<file path="config.mk">
export PLATFORM = sky130hd
export DESIGN_NAME = ppu_out_top
export DESIGN_NICKNAME = d
export VERILOG_FILES = /design/src/verilog/ppu_cfg_pkg.sv /design/src/verilog/ppu_video_pkg.sv /design/src/verilog/ppu_cfg_decode.sv /design/src/verilog/ppu_out_top.sv /design/src/verilog/rgb_range_out.sv /design/src/verilog/scanline_emu.sv
export VERILOG_INCLUDE_DIRS = /design/src /design/src/verilog
export SDC_FILE = /design/constraint.sdc
export NUM_CORES = 1
export LEC_CHECK = 0
export BUFFER_PORTS_ARGS = -buffer_cell sky130_fd_sc_hd__buf_2
export CORE_MARGIN = 3
export CORE_UTILIZATION = 45
export DETAILED_ROUTE_END_ITERATION = 8
export PLACE_DENSITY = 0.69
export SLEW_MARGIN = 30
export SYNTH_ARGS = -nofsm -noshare
export SYNTH_HDL_FRONTEND = slang
export SYNTH_SLANG_ARGS = --single-unit
export TNS_END_PERCENT = 20
</file>
<file path="constraint.sdc">
create_clock -name VCLK_Tx -period 13.2 [get_ports VCLK_Tx]
set_clock_uncertainty 0.2 [all_clocks]
set_input_delay 0 -clock VCLK_Tx [delete_from_list [all_inputs] [get_ports VCLK_Tx]]
set_output_delay 0 -clock VCLK_Tx [all_outputs]
set_load 0.02 [all_outputs]
</file>
<file path="src/verilog/ppu_defs.svh">
`ifndef PPU_DEFS_SVH
`define PPU_DEFS_SVH

// ======================================================================
// Pixel format
// ======================================================================

// Bits per colour channel at the transmitter
`define PPU_COLOR_W 8

// ======================================================================
// Limited range RGB
// ======================================================================

// Full scale 0..255 is compressed by 220/256 and lifted by the offset,
// which lands every channel in 16..235
`define PPU_LIMRGB_COEFF 220

// Black level for limited range
`define PPU_LIMRGB_OFFSET 16

// ======================================================================
// Scanlines
// ======================================================================

// Strength after expansion from the 4 bit menu value
`define PPU_SL_STR_W 8

`endif

</file>
<file path="src/verilog/ppu_cfg_pkg.sv">
`include "ppu_defs.svh"

package ppu_cfg_pkg;

  // Output resolution as picked in the menu
  typedef enum logic [2:0] {
    TGT_480P  = 3'd0,
    TGT_720P  = 3'd1,
    TGT_960P  = 3'd2,
    TGT_1080P = 3'd3,
    TGT_1200P = 3'd4,
    TGT_1440P = 3'd5,
    TGT_240P  = 3'd6,
    TGT_288P  = 3'd7
  } target_res_e;

  // PAL reuses the 240p code for 576p
  localparam target_res_e TGT_576P = TGT_240P;

  // Video mode handed to the timing generator
  typedef enum logic [3:0] {
    VM_480P60  = 4'd0,
    VM_VGAP60  = 4'd1,
    VM_720P60  = 4'd2,
    VM_960P60  = 4'd3,
    VM_1080P60 = 4'd4,
    VM_1200P60 = 4'd5,
    VM_1440P60 = 4'd6,
    VM_240P60  = 4'd7,
    VM_576P50  = 4'd8,
    VM_720P50  = 4'd9,
    VM_960P50  = 4'd10,
    VM_1080P50 = 4'd11,
    VM_1200P50 = 4'd12,
    VM_1440P50 = 4'd13,
    VM_288P50  = 4'd14
  } vmode_e;

  // Configuration word, MSB first
  typedef struct packed {
    target_res_e target_res;
    logic        use_vga_480p;
    logic        force60;
    logic        force50;
    logic        low_latency;
    logic        hsl_en;
    logic [3:0]  hsl_str;
    logic        vsl_en;
    logic [3:0]  vsl_str;
    logic        h2v_linked;
    logic        limited_rgb;
  } ppu_cfg_t;

  // One scanline direction after decode
  typedef struct packed {
    logic                     en;
    logic [`PPU_SL_STR_W-1:0] str;
  } sl_cfg_t;

endpackage

</file>
<file path="src/verilog/ppu_video_pkg.sv">
`include "ppu_defs.svh"

package ppu_video_pkg;

  // ======================================================================
  // Pixel and video bus
  // ======================================================================

  // One RGB pixel
  typedef struct packed {
    logic [`PPU_COLOR_W-1:0] re;
    logic [`PPU_COLOR_W-1:0] gr;
    logic [`PPU_COLOR_W-1:0] bl;
  } rgb_t;

  // Sync, data enable and pixel of one clock, sync active high
  typedef struct packed {
    logic vsync;
    logic hsync;
    logic de;
    rgb_t rgb;
  } vid_bus_t;

endpackage

</file>
<file path="src/verilog/ppu_cfg_decode.sv">
`timescale 1ns/1ns
`include "ppu_defs.svh"

module ppu_cfg_decode (
  input  logic                  VCLK_Tx,
  input  logic                  nVRST_Tx,
  input  ppu_cfg_pkg::ppu_cfg_t cfg_i,
  input  logic                  palmode_i,
  output ppu_cfg_pkg::vmode_e   vmode_o,
  output ppu_cfg_pkg::sl_cfg_t  hsl_o,
  output ppu_cfg_pkg::sl_cfg_t  vsl_o,
  output logic                  limited_rgb_o
);

  import ppu_cfg_pkg::*;

  vmode_e  vmode_ntsc;
  vmode_e  vmode_pal;
  logic    force_ntsc;
  logic    force_pal;
  sl_cfg_t hsl_next;
  sl_cfg_t vsl_next;

  // Menu strength 0..15 onto 15..255
  function automatic logic [`PPU_SL_STR_W-1:0] expand_str(input logic [3:0] str);
    return {str, 4'hF};
  endfunction

  // ======================================================================
  // Mode candidates
  // ======================================================================

  always_comb begin
    case (cfg_i.target_res)
      TGT_720P:  vmode_ntsc = VM_720P60;
      TGT_960P:  vmode_ntsc = VM_960P60;
      TGT_1080P: vmode_ntsc = VM_1080P60;
      TGT_1200P: vmode_ntsc = VM_1200P60;
      TGT_1440P: vmode_ntsc = VM_1440P60;
      TGT_240P:  vmode_ntsc = VM_240P60;
      // 480p and 288p
      default:   vmode_ntsc = cfg_i.use_vga_480p ? VM_VGAP60 : VM_480P60;
    endcase
  end

  always_comb begin
    case (cfg_i.target_res)
      TGT_480P,
      TGT_576P:  vmode_pal = VM_576P50;
      TGT_720P:  vmode_pal = VM_720P50;
      TGT_960P:  vmode_pal = VM_960P50;
      TGT_1080P: vmode_pal = VM_1080P50;
      TGT_1200P: vmode_pal = VM_1200P50;
      TGT_1440P: vmode_pal = VM_1440P50;
      default:   vmode_pal = VM_288P50;
    endcase
  end

  // No forcing in low latency mode or against the native line count
  assign force_ntsc = cfg_i.force60 & ~cfg_i.low_latency & (cfg_i.target_res != TGT_288P);
  assign force_pal  = cfg_i.force50 & ~cfg_i.low_latency & (cfg_i.target_res != TGT_240P);

  // Vertical scanline settings may follow the horizontal ones
  always_comb begin
    hsl_next.en  = cfg_i.hsl_en;
    hsl_next.str = expand_str(cfg_i.hsl_str);
    if (cfg_i.h2v_linked) begin
      vsl_next = hsl_next;
    end else begin
      vsl_next.en  = cfg_i.vsl_en;
      vsl_next.str = expand_str(cfg_i.vsl_str);
    end
  end

  // ======================================================================
  // Registered settings
  // ======================================================================

  always_ff @(posedge VCLK_Tx or negedge nVRST_Tx) begin
    if (!nVRST_Tx) begin
      vmode_o       <= VM_480P60;
      hsl_o         <= '0;
      vsl_o         <= '0;
      limited_rgb_o <= 1'b0;
    end else begin
      if (force_ntsc)
        vmode_o <= vmode_ntsc;
      else if (force_pal)
        vmode_o <= vmode_pal;
      else if (palmode_i)
        vmode_o <= vmode_pal;
      else
        vmode_o <= vmode_ntsc;
      hsl_o         <= hsl_next;
      vsl_o         <= vsl_next;
      limited_rgb_o <= cfg_i.limited_rgb;
    end
  end

  // A 60 Hz force never selects a 50 Hz mode
  a_force60_rate: assert property (@(posedge VCLK_Tx) disable iff (!nVRST_Tx)
    $past(force_ntsc) |-> (vmode_o <= VM_240P60));

endmodule

</file>
<file path="src/verilog/ppu_out_top.sv">
`timescale 1ns/1ns

module ppu_out_top (
  input  logic                    VCLK_Tx,
  input  logic                    nVRST_Tx,
  input  ppu_cfg_pkg::ppu_cfg_t   cfg_i,
  input  logic                    palmode_i,
  input  ppu_video_pkg::vid_bus_t vid_i,
  output ppu_video_pkg::vid_bus_t vid_o,
  output ppu_cfg_pkg::vmode_e     vmode_o
);

  import ppu_cfg_pkg::*;
  import ppu_video_pkg::*;

  sl_cfg_t  hsl;
  sl_cfg_t  vsl;
  logic     limited_rgb;
  vid_bus_t vid_vsl;
  vid_bus_t vid_hsl;

  // ======================================================================
  // Configuration
  // ======================================================================

  ppu_cfg_decode u_cfg_decode (
    .VCLK_Tx       (VCLK_Tx),
    .nVRST_Tx      (nVRST_Tx),
    .cfg_i         (cfg_i),
    .palmode_i     (palmode_i),
    .vmode_o       (vmode_o),
    .hsl_o         (hsl),
    .vsl_o         (vsl),
    .limited_rgb_o (limited_rgb)
  );

  // ======================================================================
  // Video path, 1 + 1 + 3 cycles
  // ======================================================================

  // Columns first
  scanline_emu #(
    .SL_VERTICAL (1'b1)
  ) u_vsl_emu (
    .VCLK_Tx  (VCLK_Tx),
    .nVRST_Tx (nVRST_Tx),
    .vid_i    (vid_i),
    .sl_i     (vsl),
    .vid_o    (vid_vsl)
  );

  // then lines
  scanline_emu #(
    .SL_VERTICAL (1'b0)
  ) u_hsl_emu (
    .VCLK_Tx  (VCLK_Tx),
    .nVRST_Tx (nVRST_Tx),
    .vid_i    (vid_vsl),
    .sl_i     (hsl),
    .vid_o    (vid_hsl)
  );

  rgb_range_out u_rgb_out (
    .VCLK_Tx       (VCLK_Tx),
    .nVRST_Tx      (nVRST_Tx),
    .vid_i         (vid_hsl),
    .limited_rgb_i (limited_rgb),
    .vid_o         (vid_o)
  );

endmodule

</file>
<file path="src/verilog/rgb_range_out.sv">
`timescale 1ns/1ns
`include "ppu_defs.svh"

module rgb_range_out (
  input  logic                    VCLK_Tx,
  input  logic                    nVRST_Tx,
  input  ppu_video_pkg::vid_bus_t vid_i,
  input  logic                    limited_rgb_i,
  output ppu_video_pkg::vid_bus_t vid_o
);

  import ppu_video_pkg::*;

  localparam int CW = `PPU_COLOR_W;
  localparam logic [CW-1:0] LIM_COEFF  = `PPU_LIMRGB_COEFF;
  localparam logic [CW-1:0] LIM_OFFSET = `PPU_LIMRGB_OFFSET;
  localparam int            LIM_MAX    = `PPU_LIMRGB_COEFF + `PPU_LIMRGB_OFFSET - 1;

  logic [CW-1:0]   chan_in [3];
  logic [2*CW-1:0] prod    [3];
  logic [CW:0]     lim_s1  [3];
  logic [CW-1:0]   lim_s2  [3];
  vid_bus_t        full_s1;
  vid_bus_t        full_s2;
  rgb_t            lim_rgb;

  assign chan_in[0] = vid_i.rgb.re;
  assign chan_in[1] = vid_i.rgb.gr;
  assign chan_in[2] = vid_i.rgb.bl;

  always_comb begin
    for (int i = 0; i < 3; i++)
      prod[i] = chan_in[i] * LIM_COEFF;
  end

  // Black level lift on the rounded value
  assign lim_rgb.re = lim_s2[0] + LIM_OFFSET;
  assign lim_rgb.gr = lim_s2[1] + LIM_OFFSET;
  assign lim_rgb.bl = lim_s2[2] + LIM_OFFSET;

  // ======================================================================
  // Three stage pipeline
  // ======================================================================

  always_ff @(posedge VCLK_Tx or negedge nVRST_Tx) begin
    if (!nVRST_Tx) begin
      for (int i = 0; i < 3; i++) begin
        lim_s1[i] <= '0;
        lim_s2[i] <= '0;
      end
      full_s1 <= '0;
      full_s2 <= '0;
      vid_o   <= '0;
    end else begin
      for (int i = 0; i < 3; i++) begin
        // Product / 128, one extra bit kept for rounding
        lim_s1[i] <= prod[i][2*CW-1:CW-1];
        lim_s2[i] <= lim_s1[i][CW:1] + {{(CW-1){1'b0}}, lim_s1[i][0]};
      end
      full_s1 <= vid_i;
      full_s2 <= full_s1;

      vid_o.vsync <= full_s2.vsync;
      vid_o.hsync <= full_s2.hsync;
      vid_o.de    <= full_s2.de;
      vid_o.rgb   <= limited_rgb_i ? lim_rgb : full_s2.rgb;
    end
  end

  // Steady limited range keeps every channel inside 16..235
  a_limited_bounds: assert property (@(posedge VCLK_Tx) disable iff (!nVRST_Tx)
    $past(nVRST_Tx) && $past(limited_rgb_i) && $past(limited_rgb_i, 2) &&
    $past(limited_rgb_i, 3)
    |-> (vid_o.rgb.re inside {[LIM_OFFSET:LIM_MAX]}) &&
        (vid_o.rgb.gr inside {[LIM_OFFSET:LIM_MAX]}) &&
        (vid_o.rgb.bl inside {[LIM_OFFSET:LIM_MAX]}));

endmodule

</file>
<file path="src/verilog/scanline_emu.sv">
`timescale 1ns/1ns
`include "ppu_defs.svh"

module scanline_emu #(
  // 1 darkens pixel columns, 0 darkens lines
  parameter bit SL_VERTICAL = 1'b0
) (
  input  logic                    VCLK_Tx,
  input  logic                    nVRST_Tx,
  input  ppu_video_pkg::vid_bus_t vid_i,
  input  ppu_cfg_pkg::sl_cfg_t    sl_i,
  output ppu_video_pkg::vid_bus_t vid_o
);

  import ppu_video_pkg::*;

  logic pos_odd;
  logic sl_active;
  rgb_t rgb_dark;

  // ch - ch * str / 256, never below zero
  function automatic logic [`PPU_COLOR_W-1:0] dim(
    input logic [`PPU_COLOR_W-1:0]  ch,
    input logic [`PPU_SL_STR_W-1:0] str
  );
    logic [`PPU_COLOR_W+`PPU_SL_STR_W-1:0] prod;
    prod = ch * str;
    return ch - prod[`PPU_COLOR_W+`PPU_SL_STR_W-1:`PPU_SL_STR_W];
  endfunction

  // ======================================================================
  // Position parity
  // ======================================================================

  generate
    if (SL_VERTICAL) begin : g_column
      // Pixel count within the active line
      always_ff @(posedge VCLK_Tx or negedge nVRST_Tx) begin
        if (!nVRST_Tx)
          pos_odd <= 1'b0;
        else if (!vid_i.de)
          pos_odd <= 1'b0;
        else
          pos_odd <= ~pos_odd;
      end
    end else begin : g_line
      // Line count within the frame
      // vid_o.de holds the previous de, a fall ends a line
      always_ff @(posedge VCLK_Tx or negedge nVRST_Tx) begin
        if (!nVRST_Tx)
          pos_odd <= 1'b0;
        else if (vid_i.vsync)
          pos_odd <= 1'b0;
        else if (vid_o.de && !vid_i.de)
          pos_odd <= ~pos_odd;
      end
    end
  endgenerate

  // ======================================================================
  // Darkening and output register
  // ======================================================================

  assign sl_active = sl_i.en & pos_odd;

  always_comb begin
    rgb_dark.re = dim(vid_i.rgb.re, sl_i.str);
    rgb_dark.gr = dim(vid_i.rgb.gr, sl_i.str);
    rgb_dark.bl = dim(vid_i.rgb.bl, sl_i.str);
  end

  always_ff @(posedge VCLK_Tx or negedge nVRST_Tx) begin
    if (!nVRST_Tx) begin
      vid_o <= '0;
    end else begin
      vid_o.vsync <= vid_i.vsync;
      vid_o.hsync <= vid_i.hsync;
      vid_o.de    <= vid_i.de;
      vid_o.rgb   <= sl_active ? rgb_dark : vid_i.rgb;
    end
  end

  // A scanline only ever takes light away
  a_dark_le_in: assert property (@(posedge VCLK_Tx) disable iff (!nVRST_Tx)
    $past(sl_active) |-> (vid_o.rgb.re <= $past(vid_i.rgb.re)) &&
                         (vid_o.rgb.gr <= $past(vid_i.rgb.gr)) &&
                         (vid_o.rgb.bl <= $past(vid_i.rgb.bl)));

endmodule
</file>
; Yosys cells after proc, flatten, opt, wreduce, memory -nomap -nowiden
; Cells that the tools add are included.
[totals]
ff_bits = 211
inputBits = 49
out_inout_bits = 31
word_cells = 100
[classes]
n_addsub = 12
multipliers = 9
eq_ne = 8
muxes = 13
bitwise = 9
n_reduce_logical = 5
[ops]
columns = cell, count
row1 = 8-bit by 8-bit multiplier with 16-bit output, 6
row2 = 24-bit two-way mux, 3
row3 = 8-bit subtractor, 6
row4 = "8-bit by 6-bit multiplier with 14-bit output, second input constant", 3
row5 = 8-bit by 1-bit adder with 8-bit output, 3
row6 = "8-bit by 5-bit adder with 8-bit output, second input constant", 3
row7 = 4-bit case mux with 6 select lines, 1
row8 = 3-bit case mux with 6 select lines, 1
row9 = 4-bit two-way mux, 3
row10 = "3-bit equality test, second input constant", 3
row11 = 9-bit two-way mux, 1
row12 = 1-bit bitwise AND, 6
row13 = "3-bit by 2-bit equality test with 1-bit output, second input constant", 2
row14 = "3-bit != test, second input constant", 2
row15 = 1-bit two-way mux, 4
row16 = "3-bit by 1-bit equality test with 1-bit output, second input constant", 1
row17 = 3-bit logical NOT, 1
row18 = 1-bit NOT, 3
row19 = 2-bit nonzero test, 1
row20 = 2-bit OR reduction, 1
row21 = 1-bit logical AND, 1
row22 = 1-bit logical NOT, 1

; Depth between registers and ports, before layout
; Gate-level depths: netlist of the first run.
[logic_depth]
depth_word = 6
ltp_mapped = 30
mapped_depth_nobuf = 27

; By module
; Synthesis of the first run repeated with hierarchy kept, for this count alone.
[unflattened]
hier_cells = 2285
area_unflattened_um2 = 22893.2
[by_module_without_submodules]
columns = mod, n_inst, cells_each, area_per_inst_um2, seq_area_each_um2
row1 = scanline_emu (u_hsl_emu), 1, 851, 7639.8, 700.7
row2 = scanline_emu (u_vsl_emu), 1, 820, 7415.9, 700.7
row3 = rgb_range_out, 1, 552, 7066.8, 3303.2
row4 = ppu_cfg_decode, 1, 62, 770.7, 400.4

; Least setup slack after synthesis of the first run
; OpenSTA, ideal clock, no wires.
[synth_path]
kind = reg-to-reg
start = register u_cfg_decode.hsl_o[3] (netlist name)
end = register u_vsl_emu.vid_o[7] in the netlist's numbering
setup_time_ps = 125
t_arrival_ps = 6066
required_time_ps = 12875
slack_ps = 6808
stages_incl_launch_ff = 27
n_path_buf = 3
synth_period_minus_slack_ps = 6392
cell_sequence = dfrtp_1 > clkbuf_1 > clkbuf_1 > buf_1 > nand2_1 > inv_1 > fa_1 > fa_1 > fa_1 > inv_1 > fa_1 > inv_1 > ha_1 > nand3_1 > nand2_1 > a41o_1 > o41a_1 > a21oi_1 > xor2_1 > ha_1 > or2_2 > a21oi_1 > a21oi_1 > xnor2_1 > xnor2_1 > nor2_1 > xor2_1
[synth_lines]
columns = element, line_no
row1 = to (decl), scanline_emu.sv:12  ; output ppu_video_pkg::vid_bus_t vid_o

; Final worst setup path of the first run
[layout_path]
start = register u_cfg_decode.hsl_o[3] in the netlist's numbering
end = register u_hsl_emu.vid_o[23] in the netlist's numbering
[layout_via]
elab_chain_cells = 3
[layout_rtl]
columns = element, line_no
row1 = from (decl), ppu_cfg_decode.sv:10  ; output ppu_cfg_pkg::sl_cfg_t hsl_o,
row2 = from (signal assigned), ppu_cfg_decode.sv:94  ; hsl_o <= hsl_next;
row3 = 8-bit by 8-bit multiplier with 16-bit output, scanline_emu.sv:27  ; prod = ch * str;
row4 = 8-bit subtractor, scanline_emu.sv:28  ; return ch - prod[`PPU_COLOR_W+`PPU_SL_STR_W-1:`PPU_SL_STR_W];
row5 = 24-bit two-way mux, scanline_emu.sv:79  ; vid_o.rgb <= sl_active ? rgb_dark : vid_i.rgb;
row6 = to (decl), scanline_emu.sv:12
; No other way between the ends.
; A chain may end at the register's enable or synchronous reset.

==> out/qor.yml, run 1 <==
routing:
  ant_nets: 0
  vias: 14700
  drt-initial-drc-count: 641
  remaining_drc_errors: 0
  routed_wl_mm: 41.0
  wl_per_cell_um: 13.7
  via_per_inst: 4.92
  first_pass_iters: 5
sta:
  setup_slack_ns: 6.41
  fin_tns_setup_ns: 0
  layout_min_cycle_time_ns: 6.79
  rsz0062_at_grt: "false"
  worstMarginPinSlew_ns: 0.913
  slew_headroom_pct: 39.1
  hold_violations: 0
  finalMaxSlewViolations: 0
  setup_violations: 0
  post-route-period-util_pct: 51.4
  timing.fmax_mhz: 147
synthesis:
  synth-edff-count: 0
  netlist_area_um2: 21800
  yosysWarnings: 0
  ys.flop_type: "dfrtp_1"
  synth.avg_cell_area_um2: 9.79
  syn_nets: 2860
  netlist_instances: 2225
  synth-seq-cells: 204
  ys_seq_area_share_pct: 23.4
  async_flop_share_pct: 100
  synth_cell_types: 49
critical_path:
  path_buf_inv: 4
  max_stage_delay_ns: 0.55
  critical_path_class: "register to register"
  cpMostUsedCell: "fa_1"
  cp_cell_sequence: "buf_4 -> nand2_1 -> inv_1 -> fa_1 -> fa_1 -> inv_1 -> fa_1 -> fa_1 -> inv_1 -> ha_1 -> a21o_1 -> a21oi_1 -> nand2_1 -> o21a_1 -> o21a_1 -> or2_2 -> ha_1 -> o21ai_0 -> a21oi_1 -> o41ai_1 -> xnor2_1 -> or3_1 -> a21oi_1 -> xor2_1"
  worstSetupEndpointType: "register"
  slowest_stage: "fa_1"
  cp.required_ns: 13.45
  start_kind: "register"
  critPathTopFamily: "adder cells"
  crit_fanout: 43
  arrival_ns: 7.04
floorplanning:
  dieWidth_um: 226
  die_h_um: 226
  design.core.area_um2: 47100
  die_area_um2: 51100
  start_util_pct: 46.2
  rows: 79
  ios: 80
placed_design:
  place_ws_ns: 6.47
  port_buffers: 79
  place_congestion: 0.855
  hpwl_mm: 32.7
final_layout:
  drive_gt1_share_pct: 7.08
  layout.nets: 2992
  layout_common_cells: "471 x inv_1, 337 x ha_1, 249 x fa_1, 203 x dfrtp_1, 174 x nand2_1"
  synthToLayoutAreaGrowth_pct: 11.5
  layout_commonest_cell: "inv_1"
  n_antenna_cell: 0
clock_network:
  cts_made_buffers: 24
  cts_max_level: 1
  cts.root.buffer_cell: "clkbuf_16"
  clock_path_buffers: 3
  cts_num_sinks: 204
  clkTransAtPathRegs_ns: 0.07
  cts_tree: "done"
  clkLatencyLatePin_ns: 0.55
worst_hold_path:
  min-delay-path-class: "primary input to register"
global_routing:
  grt_overflow_total: 0
  grt_pass1_wl_mm: 73.4
  grt_max_degree: 78
  gr-usage-all-layers_pct: 17.2
  first_global_vias: 16100
  antenna_found_initial: 0
run_status:
  status: "complete, no violations"
job:
  maxCapViolations: 0
## final timing paths
| path | startpoint | endpoint | slack, ns | depth (start not counted) |
|---|---|---|---|---|
| setup / recovery | u_cfg_decode.hsl_o[3] | u_hsl_emu.vid_o[23] | 6.41 | 24 |
| hold / removal | vid_i[24] | u_vsl_emu.pos_odd | 0.04 | 3 |
| setup reg to reg | u_cfg_decode.hsl_o[3] | u_hsl_emu.vid_o[23] | 6.41 | 24 |
| hold reg to reg | u_hsl_emu.vid_o[25] | u_rgb_out.full_s1[25] | 0.14 | 0 |
| max in group asynchronous | nVRST_Tx | u_hsl_emu.vid_o[7] | 11.24 | 5 |
| min in group asynchronous | nVRST_Tx | u_cfg_decode.vmode_o[0] | 0.34 | 4 |
## layout make-up
class                           instances  area, um2
Sequential cell                       204       5110
Clock buffer                           30        643
Inverter                              471       1770
Tap cell                              607        759
Multi-Input combinational cell       1502      14700
Clock inverter                         13        126
Fill cell                            4185      22900
Timing Repair Buffer                  154       1160
## synth_stat cells, drive strengths merged, types with 2 or more instances
| master | instances | area, um2 |
|---|---|---|
| a211oi | 3 | 27.5 |
| a21boi | 2 | 15.0 |
| a21o | 23 | 173 |
| a21oi | 50 | 258 |
| a221oi | 2 | 17.5 |
| a22oi | 2 | 15.0 |
| a31oi | 15 | 93.8 |
| a41oi | 3 | 26.3 |
| and2 | 151 | 945 |
| and3 | 11 | 68.8 |
| and4b | 3 | 30.0 |
| buf | 2 | 7.51 |
| clkbuf | 46 | 173 |
| dfrtp | 204 | 5100 |
| fa | 249 | 4980 |
| ha | 337 | 4220 |
| inv | 471 | 1770 |
| mux2 | 24 | 270 |
| mux2i | 3 | 30.0 |
| nand2 | 174 | 653 |
| nand2b | 13 | 81.3 |
| nand3 | 21 | 105 |
| nand4 | 4 | 25.0 |
| nand4b | 4 | 35.0 |
| nor2 | 81 | 304 |
| nor2b | 19 | 119 |
| nor3 | 32 | 160 |
| o211ai | 4 | 30.0 |
| o21a | 11 | 82.6 |
| o21ai | 72 | 360 |
| o21bai | 6 | 45.0 |
| o41ai | 5 | 43.8 |
| or2 | 13 | 81.3 |
| or3 | 5 | 31.3 |
| or4 | 2 | 15.0 |
| xnor2 | 87 | 762 |
| xor2 | 62 | 543 |
## per-layer routing
metal / routed length, um / up-vias / track usage [%]
li1: - / 7196 / -
met1: 18400 / 7163 / 22.1
met2: 20200 / 235 / 31.0
met3: 1510 / 62 / 2.22
met4: 936 / 0 / 3.98
met5: 0 / - / 0
## timing repair
item / CTS / global route
endpoints found under the hold margin: 170 / 0
hold buffers: 68 / 0
gates resized for setup: 0 / 0
buffers inserted: 0 / 0
## cell families (layout without fill, tap and decap cells)
| kind of cell | count (synthesis) | count (layout) | share of synthesized area [%] |
|---|---|---|---|
| compound gates | 205 | 205 | 5.76 |
| xor+xnor | 149 | 149 | 5.99 |
| fa+ha+maj | 586 | 586 | 42.2 |
| buf+inv | 519 | 668 | 8.94 |
| flops | 204 | 204 | 23.4 |
| mux | 27 | 27 | 1.38 |
| other cells | 1 | 1 | 0.0172 |
| simple gates | 534 | 534 | 12.2 |
## registers in the layout, summed over array words and instances (netlist names)
register / flops
u_hsl_emu.vid_o: 27
u_rgb_out.full_s1: 27
u_rgb_out.full_s2: 27
u_rgb_out.lim_s1: 27
u_rgb_out.vid_o: 27
u_vsl_emu.vid_o: 27
u_rgb_out.lim_s2: 24
u_cfg_decode.hsl_o: 6
u_cfg_decode.vsl_o: 5
u_cfg_decode.vmode_o: 4
u_cfg_decode.limited_rgb_o: 1
u_hsl_emu.pos_odd: 1
u_vsl_emu.pos_odd: 1
## stage by stage
stage | cell area (um2) | hold WS [ns] | util (%) | instances
finish | 24300 | 0.0431 | 51.5 | 2981
global route | 24300 | 0.0811 | 51.5 | 2981
CTS | 24300 | 0.0191 | 51.5 | 2981
detailed placement | 22800 | -0.254 | 48.4 | 2870
global placement | 22800 | -0.258 | 48.4 | 2870
floorplan | 21800 | -0.496 | - | 2225
## worst min-delay path: cells and delay by family
kind                   cells  cell delay, ns
AND/OR/NAND/NOR            1            0.12
buffers and inverters      2            0.62
Power of run 1 is left out: the tool's default activity adds up to more than one toggle a clock period on the data nets, which glitch-free logic cannot reach.
==> run 2, diff against run 1 <==
- clock period: 13.2 -> 6.9 ns (I/O delays scaled with it)
==> run 2 against run 1 <==
Global-route usage decreased by 0.12 points. Fmax increased by 4.6%. Count of clock-buffer cells in the layout did not move. Critical endpoint is now u_vsl_emu.vid_o[14]. Setup slack worse by 6.0 ns. Wire length grew 0.56%. Sequential share of layout area is 0.13 points lower. Die area did not move. Final cell count grew 0.37%. Worst hold slack worse by 0.00081 ns. Register-to-register slack lost 6.0 ns. Non-clock buffer count up 15. First-iteration DRC count decreased by 14%.
==> out/qor.yml, run 2 (same netlist as run 1, synthesis figures left out) <==
routing:
  wl_met2_mm: 20.4  # +1.3%
  drt-met1-wl_mm: 18.4  # +0.12%
  top_layer: "met4"
  via_per_inst: 4.93  # +0.19%
  first_pass_iters: 5  # unchanged
  ant_nets: 0  # unchanged
  wl_per_cell_um: 13.8  # +0.19%
  dr_wl_met3_mm: 1.56  # +3.1%
  remaining_drc_errors: 0  # unchanged
  routed_wl_mm: 41.2  # +0.56%
  drt-initial-drc-count: 553  # -14%
  vias: 14700  # +0.56%
final_layout:
  multi_input_area_um2: 14700  # about the same
  seq_area_um2: 5110  # about the same
  layout_common_cells: "471 x inv_1, 337 x ha_1, 249 x fa_1, 202 x dfrtp_1, 173 x nand2_1"
  n_antenna_cell: 0  # unchanged
  final_cell_area_um2: 24500  # +0.65%
  synthToLayoutAreaGrowth_pct: 12.3
  drive_gt1_share_pct: 7.30  # +0.22 points
  layout_commonest_cell: "inv_1"
  fillers: 4157  # -0.67%
  layout.nets: 3007  # +0.50%
global_routing:
  grt_max_degree: 131  # +68%
  gr-usage-all-layers_pct: 17.1  # -0.12 points
  antenna_found_initial: 0  # unchanged
  first_global_vias: 15800  # -1.4%
  grt_overflow_total: 0  # unchanged
  grt_pass1_wl_mm: 72.8  # -0.82%
critical_path:
  worstSetupEndpointType: "register"
  endpoint: "u_vsl_emu.vid_o[14]"
  crit_fanout: 54  # +26%
  rrSetupSlack_ns: 0.40  # -6.00 ns
  reg2reg_depth: 24  # unchanged
  start_kind: "register"
  arrival_ns: 6.72  # -0.32 ns
  r2r_end: "u_vsl_emu.vid_o[14]"
  crit-reg2reg-launch: "u_cfg_decode.hsl_o[3]"
  crit_start: "u_cfg_decode.hsl_o[3]"
  critical_path_class: "register to register"
  cp.required_ns: 7.12  # -6.33 ns
placed_design:
  hpwl_mm: 32.7  # about the same
  place_ws_ns: 0.529  # -5.94 ns
  dpl-instance-area_um2: 22900  # +0.21%
  port_buffers: 79  # unchanged
  place_congestion: 0.874  # +2.3%
sta:
  rsz0062_at_grt: "false"
  finalMaxSlewViolations: 0  # unchanged
  hold_violations: 0  # unchanged
  layout_min_cycle_time_ns: 6.50  # -0.296 ns
  timing.fmax_mhz: 154  # +4.6%
  worstMarginPinSlew_ns: 0.558  # -0.356 ns
  fin_tns_setup_ns: 0  # unchanged
  post-route-period-util_pct: 94.1  # +43 points
  slew_headroom_pct: 62.8  # +24 points
  hold_ws_ns: 0.0423  # -0.000807 ns
  setup_slack_ns: 0.405  # -6.00 ns
  setup_violations: 0  # unchanged
clock_network:
  clkLatencyLatePin_ns: 0.55  # about the same
  post_cts_buffers: 0  # unchanged
  cts_max_level: 1  # unchanged
  cts_num_sinks: 204  # unchanged
  cts_made_buffers: 24  # unchanged
  clock_path_buffers: 3  # unchanged
  clkTransAtPathRegs_ns: 0.06  # about the same
  cts.root.buffer_cell: "clkbuf_16"
  cts_tree: "done"
floorplanning:
  dieWidth_um: 226  # unchanged
  design.core.area_um2: 47100  # unchanged
  rows: 79  # unchanged
  die_h_um: 226  # unchanged
  ios: 80  # unchanged
  start_util_pct: 46.2  # unchanged
  die_area_um2: 51100  # unchanged
job:
  maxCapViolations: 0  # unchanged
run_status:
  status: "complete, no violations"
worst_hold_path:
  min-delay-path-class: "primary input to register"
-- run 2: cell count changes in the layout (fill, tap and decap cells not counted), sizes merged --
cell,change
dlygate4sd3,+9
inv,-1
clkinv,-3
buf,+6
-- run 2: worst min-delay path by stage --
stage                   start                     to  slack, ns  depth (start not counted)
floorplan            nVRST_Tx  u_cfg_decode.hsl_o[3]      -0.50                          0
global placement    vid_i[26]    u_vsl_emu.vid_o[26]      -0.09                          1
detailed placement  vid_i[26]    u_vsl_emu.vid_o[26]      -0.09                          1
CTS                  nVRST_Tx     u_hsl_emu.vid_o[8]      0.007                          2
global route        vid_i[24]      u_vsl_emu.pos_odd       0.06                          3
finish              vid_i[24]      u_vsl_emu.pos_odd       0.04                          3
-- run 2: cell type report --
cell class / count / share of cell area [%]
well taps: 607 / 3.11
repair buffers: 169 / 5.41
clock inverters: 9 / 0.425
multi-input cells: 1502 / 60.3
clock buffers: 30 / 2.67
inverters: 471 / 7.23
flip-flops and latches: 204 / 20.9
-- run 2: layer usage --
layer	GRT usage (%)	vias to the layer above
met5	0	-
met4	3.81	0
met3	2.33	59
met2	30.5	237
met1	22.1	7217
li1	-	7225
-- run 2: worst max-delay path: stages, from the launching register on --
cell and delay, ns:
dfrtp_1 0.37, buf_12 0.25, and2_1 0.29, xnor2_1 0.12, ha_1 0.19, a31oi_1 0.20
fa_1 0.46, fa_1 0.47, fa_1 0.54, inv_1 0.04, ha_1 0.27, o21ai_0 0.10
a221oi_2 0.36, o21a_1 0.20, nor3_1 0.05, or2_2 0.31, fa_1 0.44, a21o_1 0.20
a21o_1 0.19, nand2_1 0.07, nand2_1 0.05, a21oi_1 0.18, xor2_1 0.15, o21ai_0 0.09
dlygate4sd3_1 0.58
-- run 2: repair_timing --
action / 4_1_cts / 5_1_grt
hold endpoints to repair: 172 / 49
hold buffers: 75 / 1
setup endpoints to repair: 0 / 2
resized for setup: 0 / 4
-- run 2: stage by stage --
step | util [%] | cells
floorplan | - | 2225
global placement | 48.5 | 2875
detailed placement | 48.5 | 2875
CTS | 51.7 | 2989
global route | 51.9 | 2992
finish | 51.9 | 2992
Power of run 2 is left out for the same reason.
==> run 3, diff against run 2 <==
- BUFFER_PORTS_ARGS: -buffer_cell sky130_fd_sc_hd__buf_2 -> unset
- CORE_ASPECT_RATIO: unset -> 2
- DONT_BUFFER_PORTS: unset -> 1
- PLACE_DENSITY: 0.69 -> 0.68
==> run 3 against run 2 <==
Global-route usage is 0.39 points higher. Critical path type unchanged. Critical path depth unchanged. Highest routed layer unchanged. Wire length rose by 2.6%. Fmax grew 0.30%.
==> out/qor.yml, run 3 (same netlist as run 1, synthesis figures left out) <==
clock_network:
  cts_max_level: 1  # unchanged
  clkTransAtPathRegs_ns: 0.06  # about the same
  cts.root.buffer_cell: "clkbuf_16"
  clock_path_buffers: 3  # unchanged
  cts_tree: "done"
  clkLatencyLatePin_ns: 0.52  # -0.03 ns
  cts_num_sinks: 204  # unchanged
  cts_made_buffers: 23  # -4.2%
floorplanning:
  design.core.area_um2: 47600  # +1.1%
  ios: 80  # unchanged
  dieWidth_um: 162  # -29%
  die_area_um2: 51200  # +0.31%
  rows: 113  # +43%
  start_util_pct: 45.7  # -0.48 points
  die_h_um: 317  # +40%
placed_design:
  dpl-instance-area_um2: 22500  # -1.4%
  place_ws_ns: 0.408  # -0.121 ns
  hpwl_mm: 34.2  # +4.8%
  place_congestion: 0.899  # +2.8%
  port_buffers: 0  # -100%
final_layout:
  layout_commonest_cell: "inv_1"
  n_antenna_cell: 0  # unchanged
  layout_common_cells: "470 x inv_1, 337 x ha_1, 249 x fa_1, 200 x dfrtp_1, 171 x nand2_1"
  layout.nets: 2941  # -2.2%
  synthToLayoutAreaGrowth_pct: 11.1
  drive_gt1_share_pct: 4.74  # -2.6 points
  final_cell_area_um2: 24200  # -1.0%
sta:
  setup_violations: 0  # unchanged
  timing.fmax_mhz: 154  # +0.30%
  fin_tns_setup_ns: 0  # unchanged
  slew_headroom_pct: 54.5  # -8.3 points
  layout_min_cycle_time_ns: 6.48  # -0.0192 ns
  setup_slack_ns: 0.424  # +0.0192 ns
  post-route-period-util_pct: 93.9  # -0.28 points
  worstMarginPinSlew_ns: 0.682  # +0.125 ns
  hold_violations: 0  # unchanged
  finalMaxSlewViolations: 0  # unchanged
routing:
  vias: 14700  # -0.081%
  via_per_inst: 4.99  # +1.3%
  remaining_drc_errors: 0  # unchanged
  drt-initial-drc-count: 367  # -34%
  wl_per_cell_um: 14.3  # +3.9%
  routed_wl_mm: 42.2  # +2.6%
  first_pass_iters: 6  # +1
  ant_nets: 0  # unchanged
critical_path:
  start_kind: "register"
  rrSetupSlack_ns: 0.42  # +0.02 ns
  arrival_ns: 6.71  # about the same
  cp.required_ns: 7.13  # about the same
  critical_path_class: "register to register"
  crit_fanout: 10  # -81%
  worstSetupEndpointType: "register"
global_routing:
  grt_max_degree: 205  # +56%
  antenna_found_initial: 0  # unchanged
  grt_overflow_total: 0  # unchanged
  gr-usage-all-layers_pct: 17.5  # +0.39 points
  grt_pass1_wl_mm: 74.5  # +2.4%
  first_global_vias: 16700  # +5.1%
job:
  maxCapViolations: 0  # unchanged
worst_hold_path:
  min-delay-path-class: "primary input to register"
run_status:
  status: "complete, no violations"
run 3: cell types whose count changed in the layout (fill, tap and decap cells not counted), moves of 2 or more:
cell / delta
buf_4: +7
buf_2: -78
nand2_2: +2
dfrtp_1: -2
inv_6: +2
dlygate4sd3_1: +7
nand2_1: -2
run 3: final timing paths:
check | start | to | cells past startpoint
worst max-delay path | u_vsl_emu.vid_o[18] | u_hsl_emu.vid_o[23] | 24
worst min-delay path | vid_i[0] | u_vsl_emu.vid_o[0] | 3
worst max register to register | u_vsl_emu.vid_o[18] | u_hsl_emu.vid_o[23] | 24
worst min register to register | u_rgb_out.full_s1[9] | u_rgb_out.full_s2[9] | 0
max in group asynchronous | nVRST_Tx | u_cfg_decode.vsl_o[5] | 4
min in group asynchronous | nVRST_Tx | u_rgb_out.full_s2[8] | 3
run 3: repair_timing:
item	in CTS	in global routing
buffers inserted	0	1
setup endpoints to repair	0	1
hold endpoints to repair	247	71
hold buffers	83	1
gates resized for setup	0	14
run 3: metrics by stage:
stage                     utilization (%)  instances  hold slack (ns)
final                                50.8       2952           0.0135
after global routing                 50.8       2952           0.0159
after global placement               47.3       2827           -0.488
after detailed placement             47.3       2827           -0.487
after CTS                            50.6       2949         0.000107
after floorplan                         -       2225           -0.496
run 3: cell type report:
cell class                 count  area (um2)
fill                        4329       23400
clock buffer                  30         642
timing repair buffer         104        1040
tap                          632         791
multi-input combinational   1502       14800
sequential                   204        5110
clock inverter                 9        96.3
inverter                     471        1770
run 3: critical path: stages, from the launching register on:
cell and delay [ns]:
dfrtp_1 0.58, and2_1 0.32, xnor2_1 0.11, ha_1 0.19, a31oi_1 0.27, fa_1 0.49
fa_1 0.56, inv_1 0.05, fa_1 0.45, ha_1 0.31, a21oi_1 0.25, nand2_1 0.09
a21o_1 0.21, a21oi_1 0.23, xnor2_1 0.19, inv_1 0.07, ha_1 0.27, nor2b_1 0.12
o21ai_1 0.17, a21oi_1 0.12, o41ai_1 0.33, xnor2_1 0.13, or3_1 0.31, a21oi_1 0.19
xor2_1 0.18
run 3: metal layers:
layer	GRT usage, %	vias up	wire, um
met5	0	-	0
met4	6.09	0	1380
met3	1.85	99	1350
met2	35.8	235	24500
met1	17.9	7287	15100
li1	-	7105	-
Power of run 3 is left out for the same reason.
